`src/verilog/timerPkg.sv`:
```
`default_nettype none

package timerPkg;

	localparam int counterWidth = 16; // prescaler, reload and count width
	localparam int numChannels  = 2;
	localparam int decSpeed     = 1;  // 0 serial, 1 brent-kung, 2 sklansky

	// control word layout, autoReload sits at bit c
	localparam int ctrlStartBit = 4;
	localparam int ctrlStopBit  = 8;

	// write address, doubles as the opcode of a write
	typedef enum logic [1:0] {
		addrPrescale = 2'd0,
		addrReload0  = 2'd1,
		addrReload1  = 2'd2,
		addrCtrl     = 2'd3
	} regAddr_e;

	typedef enum logic {
		chIdle    = 1'b0,
		chRunning = 1'b1
	} chanState_e;

	typedef struct packed {
		regAddr_e                addr;
		logic [counterWidth-1:0] data;
	} regWrite_t;

	typedef struct packed {
		logic [counterWidth-1:0]                  prescale;
		logic [numChannels-1:0][counterWidth-1:0] reload;
		logic [numChannels-1:0]                   autoReload;
	} timerCfg_t;

	// one-cycle strobes, one bit per channel
	typedef struct packed {
		logic [numChannels-1:0] load;
		logic [numChannels-1:0] start;
		logic [numChannels-1:0] stop;
	} chanCmd_t;

endpackage

`default_nettype wire
```
`src/verilog/countdownTimer.sv`:
```
`timescale 1ns/1ps
`default_nettype none

module countdownTimer (
	input  logic                                clk,
	input  logic                                arstN,
	input  logic                                wrStrobe, // no back-pressure
	input  timerPkg::regWrite_t                 wrReq,
	output logic [timerPkg::numChannels-1:0][timerPkg::counterWidth-1:0] count,
	output logic [timerPkg::numChannels-1:0]    expire
);

	timerPkg::timerCfg_t cfg; // stored settings
	timerPkg::chanCmd_t  cmd; // registered strobes

	timerRegs u_timerRegs (
		.clk     (clk),
		.arstN   (arstN),
		.wrStrobe(wrStrobe),
		.wrReq   (wrReq),
		.cfg     (cfg),
		.cmd     (cmd)
	);

	// two cycles from write strobe to count
	timerCore u_timerCore (
		.clk   (clk),
		.arstN (arstN),
		.cfg   (cfg),
		.cmd   (cmd),
		.count (count),
		.expire(expire)
	);

endmodule

`default_nettype wire

```
`src/verilog/timerCore.sv`:
```
`timescale 1ns/1ps
`default_nettype none

module timerCore (
	input  logic                                clk,
	input  logic                                arstN,
	input  timerPkg::timerCfg_t                 cfg,
	input  timerPkg::chanCmd_t                  cmd,
	output logic [timerPkg::numChannels-1:0][timerPkg::counterWidth-1:0] count,
	output logic [timerPkg::numChannels-1:0]    expire // one-cycle pulse
);

	logic [timerPkg::counterWidth-1:0] preCnt;  // prescaler counter
	logic [timerPkg::counterWidth-1:0] preNext;
	logic                              tick;    // prescaler hit zero

	timerPkg::chanState_e              state [timerPkg::numChannels];
	logic [timerPkg::counterWidth-1:0] decZ  [timerPkg::numChannels];
	logic [timerPkg::numChannels-1:0]  decEn;   // tick on a running channel
	logic [timerPkg::numChannels-1:0]  borrow;  // tick found count at zero

	// prescaler always counts, borrow doubles as zero detect
	DecC #(
		.width(timerPkg::counterWidth),
		.speed(timerPkg::decSpeed)
	) u_preDec (
		.A (preCnt),
		.CI(1'b1),
		.Z (preNext),
		.CO(tick)
	);

	always_ff @(posedge clk or negedge arstN) begin
		if (!arstN) begin
			preCnt <= '0;
		end else begin
			preCnt <= tick ? cfg.prescale : preNext; // period prescale+1
		end
	end

	for (genvar c = 0; c < timerPkg::numChannels; c++) begin : chanDec
		assign decEn[c] = tick && (state[c] == timerPkg::chRunning);

		DecC #(
			.width(timerPkg::counterWidth),
			.speed(timerPkg::decSpeed)
		) u_chanDec (
			.A (count[c]),
			.CI(decEn[c]),
			.Z (decZ[c]),
			.CO(borrow[c])
		);
	end

	always_ff @(posedge clk or negedge arstN) begin
		if (!arstN) begin
			count  <= '0;
			expire <= '0;
			for (int c = 0; c < timerPkg::numChannels; c++) begin
				state[c] <= timerPkg::chIdle;
			end
		end else begin
			expire <= '0;
			for (int c = 0; c < timerPkg::numChannels; c++) begin
				if (cmd.load[c] || cmd.start[c] || cmd.stop[c]) begin
					// commands override a tick in the same cycle
					if (cmd.load[c]) count[c] <= cfg.reload[c];
					if (cmd.start[c]) state[c] <= timerPkg::chRunning;
					if (cmd.stop[c]) state[c] <= timerPkg::chIdle; // stop beats start
				end else if (borrow[c]) begin
					expire[c] <= 1'b1;
					if (cfg.autoReload[c]) begin
						count[c] <= cfg.reload[c]; // next period
					end else begin
						state[c] <= timerPkg::chIdle; // one-shot, count rests at zero
					end
				end else if (decEn[c]) begin
					count[c] <= decZ[c];
				end
			end
		end
	end

endmodule

`default_nettype wire

```
`src/verilog/timerRegs.sv`:
```
`timescale 1ns/1ps
`default_nettype none

module timerRegs (
	input  logic                 clk,
	input  logic                 arstN,
	input  logic                 wrStrobe, // qualifies wrReq
	input  timerPkg::regWrite_t  wrReq,
	output timerPkg::timerCfg_t  cfg,      // stable between writes
	output timerPkg::chanCmd_t   cmd       // one-cycle strobes
);

	logic [timerPkg::counterWidth-1:0] wrData;
	logic [timerPkg::numChannels-1:0]  ctrlStart;
	logic [timerPkg::numChannels-1:0]  ctrlStop;

	assign wrData = wrReq.data;

	// control word fields
	assign ctrlStart = wrData[timerPkg::ctrlStartBit +: timerPkg::numChannels];
	assign ctrlStop  = wrData[timerPkg::ctrlStopBit +: timerPkg::numChannels];

	always_ff @(posedge clk or negedge arstN) begin
		if (!arstN) begin
			cfg <= '0;
			cmd <= '0;
		end else begin
			cmd <= '0; // strobes drop after one cycle
			if (wrStrobe) begin
				unique case (wrReq.addr)
					timerPkg::addrPrescale: begin
						cfg.prescale <= wrData;
					end
					timerPkg::addrReload0: begin
						cfg.reload[0] <= wrData;
						cmd.load[0]   <= 1'b1; // copy into count next cycle
					end
					timerPkg::addrReload1: begin
						cfg.reload[1] <= wrData;
						cmd.load[1]   <= 1'b1;
					end
					timerPkg::addrCtrl: begin
						// mode bits stored together with the strobes
						cfg.autoReload <= wrData[timerPkg::numChannels-1:0];
						cmd.start      <= ctrlStart;
						cmd.stop       <= ctrlStop;
					end
				endcase
			end
		end
	end

endmodule

`default_nettype wire

```
`src/verilog/DecC.sv`:
```
`timescale 1ns/1ps
`default_nettype none

// {CO,Z} = A - CI, lookahead on the inverted operand
module DecC #(
	parameter int width = 8, // word width
	parameter int speed = 1  // prefix structure, see PrefixAnd
) (
	input  logic [width-1:0] A,  // operand
	input  logic             CI, // borrow in
	output logic [width-1:0] Z,  // difference
	output logic             CO  // borrow out, A zero and CI set
);

	logic [width:0] zeroRun; // CI and all lower bits of A zero
	logic [width:0] propIn;

	assign propIn = {~A, CI}; // bit 0 carries CI

	PrefixAnd #(
		.width(width + 1),
		.speed(speed)
	) u_prefix (
		.PI(propIn),
		.PO(zeroRun)
	);

	assign Z  = A ^ zeroRun[width-1:0]; // flip where borrow ripples in
	assign CO = zeroRun[width];

endmodule

`default_nettype wire

```
`src/verilog/PrefixAnd.sv`:
```
`timescale 1ns/1ps
`default_nettype none

module PrefixAnd #(
	parameter int width = 8, // word width
	parameter int speed = 1  // 0 serial, 1 brent-kung, 2 sklansky
) (
	input  logic [width-1:0] PI, // propagate in
	output logic [width-1:0] PO  // prefix and of PI[i:0]
);

	localparam int n = width;
	localparam int m = $clog2(width); // tree depth

	if (speed == 2) begin : fastPrefix
		// sklansky, depth m, fanout grows per level
		logic [m:0][n-1:0] pt;

		assign pt[0] = PI;
		for (genvar l = 1; l <= m; l++) begin : levels
			for (genvar i = 0; i < n; i++) begin : bits
				// last bit of the lower half in this group
				localparam int partner = (i / 2**l) * 2**l + 2**(l-1) - 1;
				if ((i / 2**(l-1)) % 2 == 1) begin : black
					assign pt[l][i] = pt[l-1][i] & pt[l-1][partner];
				end else begin : white
					assign pt[l][i] = pt[l-1][i];
				end
			end
		end
		assign PO = pt[m];
	end else if (speed == 1) begin : mediumPrefix
		// brent-kung, up-sweep then down-sweep
		logic [2*m-1:0][n-1:0] pt;

		assign pt[0] = PI;
		for (genvar l = 1; l <= m; l++) begin : upLevels
			for (genvar i = 0; i < n; i++) begin : bits
				if ((i + 1) % 2**l == 0) begin : black
					assign pt[l][i] = pt[l-1][i] & pt[l-1][i - 2**(l-1)];
				end else begin : white
					assign pt[l][i] = pt[l-1][i];
				end
			end
		end
		for (genvar l = m + 1; l <= 2*m - 1; l++) begin : downLevels
			localparam int span = 2**(2*m - 1 - l); // halves every level
			for (genvar i = 0; i < n; i++) begin : bits
				if (i >= 2*span && (i + 1) % (2*span) == span) begin : black
					assign pt[l][i] = pt[l-1][i] & pt[l-1][i - span];
				end else begin : white
					assign pt[l][i] = pt[l-1][i];
				end
			end
		end
		assign PO = pt[2*m-1];
	end else begin : slowPrefix
		// ripple chain, smallest area
		logic [n-1:0] pt;

		assign pt[0] = PI[0];
		for (genvar i = 1; i < n; i++) begin : bits
			assign pt[i] = pt[i-1] & PI[i];
		end
		assign PO = pt;
	end

endmodule

`default_nettype wire

```
`config.mk`:
```
export PLATFORM = sky130hd
export DESIGN_NAME = countdownTimer
export DESIGN_NICKNAME = d
export VERILOG_FILES = /design/src/verilog/timerPkg.sv /design/src/verilog/countdownTimer.sv /design/src/verilog/timerCore.sv /design/src/verilog/timerRegs.sv /design/src/verilog/DecC.sv /design/src/verilog/PrefixAnd.sv
export SDC_FILE = /design/constraint.sdc
export NUM_CORES = 1
export LEC_CHECK = 0
export BUFFER_PORTS_ARGS = -buffer_cell sky130_fd_sc_hd__buf_2
export CELL_PAD_IN_SITES_DETAIL_PLACEMENT = 1
export CELL_PAD_IN_SITES_GLOBAL_PLACEMENT = 1
export CORE_ASPECT_RATIO = 0.6
export CORE_MARGIN = 5
export CORE_UTILIZATION = 25
export DETAILED_ROUTE_END_ITERATION = 6
export PLACE_DENSITY_LB_ADDON = 0.05
export SLEW_MARGIN = 10
export SYNTH_ARGS = -nofsm -noshare
export SYNTH_HDL_FRONTEND = slang
export SYNTH_HIERARCHICAL = 1
export SYNTH_SLANG_ARGS = --single-unit
```
`constraint.sdc`:
```
create_clock -name clk -period 3.4 [get_ports clk]
set_input_delay 0.17 -clock clk [delete_from_list [all_inputs] [get_ports clk]]
set_output_delay 0.17 -clock clk [all_outputs]
set_load 0.02 [all_outputs]
```
==> results.toml <==
[global_routing]
grt_pass1_vias = 3896
grt_pass1_wl_um = 24700
antenna_found_initial = 0
grtUsageTotal_pct = 12.6
grt_overflow = 0
grt_max_degree = 40

[timing]
worst_slack_ns = 0.0457
period_share_pct = 98.7
tightest_slew_ns = 1.04
max_freq_mhz = 298
hold_viol = 0
drv_slew = 0
rsz0062_at_grt = "yes"
min_period_ns = 3.35
finalClockSkew_ns = 0.00845
holdWs_ns = 0.0934
maxSlewHeadroom_pct = 30.8
setup_viol_count_final = 0

[clocking]
cts_buffers = 9
clock_latency_ns = 0.36
cts_buffer_depth = 2
htreeDepth = 3
cts.clk_slew.worst_paths_ns = 0.07
tritoncts = "done"
cts.sinks = 108
clockRootBuffer = "clkbuf_16"

[worst_setup_path]
startpoint_type = "register"
crit_path_max_fanout = 8
cpMaxStageDelayCell = "a211o_2"
worstSetupEndpointType = "register"
cp.required_ns = 3.64
critPathArrivalTime_ns = 3.59
r2r_slack_ns = 0.05
reg2reg_depth = 14
max_stage_delay_ns = 0.43
worstPathCellList = "inv_2 -> nand4_4 -> nor4_4 -> nor3b_4 -> buf_4 -> and2_4 -> nand4_4 -> nor4_4 -> nor3b_4 -> buf_6 -> nor3_2 -> a211o_2 -> clkbuf_16 -> mux2_4"
crit_type = "reg2reg"

[floorplanning]
die_y_um = 128
fp.dieW_um = 206
core_sq_mm = 0.0229
num_rows = 43
start_util_pct = 25.2
io_pins = 55
fp.dieArea_sq_mm = 0.0264

[synth]
synth_commonest_cells = "108 x dfrtp_1, 90 x mux2_2, 56 x inv_1"
netlist_area_sq_mm = 0.00578
syn_area_per_cell_sq_um = 12.7
ys.flop_type = "dfrtp_1"
synth.top_cell.area_share_pct = 46.8
synth_seq_cells = 108
yosysSeqAreaShare_pct = 46.8
synth_area_leader_cell = "dfrtp_1"
synth_area_leaders = "dfrtp_1 47%, mux2_2 18%, xor2_1 7.3%"
synthArstFlopShare_pct = 100
yosys.cell_count.top_type = "dfrtp_1"
yosys_warnings = 6
synth_cells = 455
synth_edf_count = 0
synth_cell_types = 36

[routing]
drt-pass1-iter-count = 4
drtIter0Drc = 113
num_vias = 3629
via_per_inst = 4.19
postRouteAntennaNets = 0
wl_um = 16500
route.detailed.drc = 0
wl_per_cell_um = 19.0

[finish]
drive_gt1_share_pct = 48.0
diodes = 0
final_core_util_pct = 30.9
fin_nets = 569
fillCellCount = 2513
areaGrowthSynthToFinish_pct = 22.6
final_area_sq_mm = 0.00709

[pwr]
seqPwrFrac_pct = 40.7
power_density_mw_per_mm2 = 715
p_int_w = 0.00315
power.share.clock_pct = 21.0
peakVddDrop_v = 0.000265
power.switching_w = 0.00191
leakagePower_nw = 3.48
total_power_w = 0.00506
p_comb_share_pct = 38.3
switching_share_pct = 37.8

[placed_design]
portBuffers = 54
pre_cts_slack_ns = -0.397
dp_hpwl_um = 11900
gp_congestion = 0.712
placedInstanceArea_sq_mm = 0.00650

[worst_hold_path]
hold_depth = 2
hp-class = "in2reg"

[run_status]
status = "finished clean"

[run]
max_cap_violations = 0
[per-layer routing]
metal | wire [um] | GRT usage [%] | vias up
met5 | 0 | 0 | -
met4 | 136 | 2.66 | 0
met3 | 604 | 3.24 | 8
met2 | 6830 | 17.6 | 47
met1 | 8930 | 19.5 | 1842
li1 | - | - | 1732
[kinds of logic (layout without fill, tap and decap cells)]
family | Yosys count | count (layout) | share of synthesized area, %
compound gates | 4 | 4 | 0.476
other cells | 1 | 4 | 0.0649
simple gates | 91 | 91 | 12.4
xor+xnor | 48 | 48 | 7.27
buf+inv | 73 | 167 | 6.41
flops | 108 | 108 | 46.8
mux | 130 | 130 | 26.6
[power by group through the flow]
stage / Combinational (W) / Sequential [W] / Clock (W)
6_report: 0.00194 / 0.00206 / 0.00107
5_1_grt: 0.00212 / 0.00212 / 0.00117
4_1_cts: 0.00189 / 0.00206 / 0.00114
3_5_place_dp: 0.00185 / 0.00209 / 0
3_3_place_gp: 0.00184 / 0.00207 / 0
2_1_floorplan: 0.00108 / 0.00220 / 0
[final timing paths]
kind | from | to
min in group asynchronous | arstN | u_timerCore/count[2]$_DFFE_PN0P_
worst min-delay path | wrReq[7] | u_timerRegs/cfg[41]$_DFFE_PN0P_
worst max-delay path | u_timerCore/preCnt[3]$_DFF_PN0_ | u_timerCore/count[23]$_DFFE_PN0P_
worst min register to register | u_timerRegs/cfg[49]$_DFFE_PN0P_ | u_timerCore/preCnt[15]$_DFF_PN0_
worst max register to register | u_timerCore/preCnt[3]$_DFF_PN0_ | u_timerCore/count[23]$_DFFE_PN0P_
max in group asynchronous | arstN | u_timerRegs/cfg[28]$_DFFE_PN0P_
[stage by stage]
stage	std cells	setup TNS (ns)
2_1_floorplan	458	0
3_3_place_gp	835	-3.93
3_5_place_dp	835	-7.49
4_1_cts	857	0
5_1_grt	867	-1.73
6_report	867	0
[area by class of cell]
cell class	instances	area, sq um	share of cell area, %
clock buffer	13	250	3.53
sequential	108	2700	38.1
timing repair buffer	93	632	8.91
multi-input combinational	277	2850	40.2
inverter	59	221	3.12
tap	315	394	5.56
clock inverter	2	35.0	0.494
[sequential cells by signal, summed over array words and instances (netlist names)]
register            cells
u_timerCore/preCnt     16
u_timerCore/expire      2
u_timerRegs/cfg        50
u_timerRegs/cmd         6
u_timerCore/count      32
u_timerCore/state       2
[placed cells by master, fill, tap and decap left out, types with 4 or more instances in the layout]
master       n
and2_1      13
and3_1       6
nand3_2      4
mux2_4      26
conb_1       4
inv_2        8
nor2_1       8
clkbuf_16   11
dfrtp_1    108
nand2_1      5
mux2_2      86
nor4_4       5
xor2_1      48
mux2_1      18
nand3_1      5
buf_4       34
buf_2       53
inv_1       51
[critical path, delay by kind of cell, from the launching register on]
family	cells	cell delay [ns]
and+or+nand+nor	8	1.49
AOI/OAI and AO/OA	1	0.43
DFF	1	0.41
muxes	1	0.30
buffers and inverters	4	0.62
[timing repair]
action | 4_1_cts | 5_1_grt
hold buffers | 1 | 0
endpoints found under the setup margin | 33 | 32
resized for setup | 5 | 25
gates cloned | 0 | 2
buffers inserted | 6 | 8
pin swaps | 3 | 4
hold endpoints to repair | 36 | 0
No activity file was read; power rests on OpenSTA's default activity.
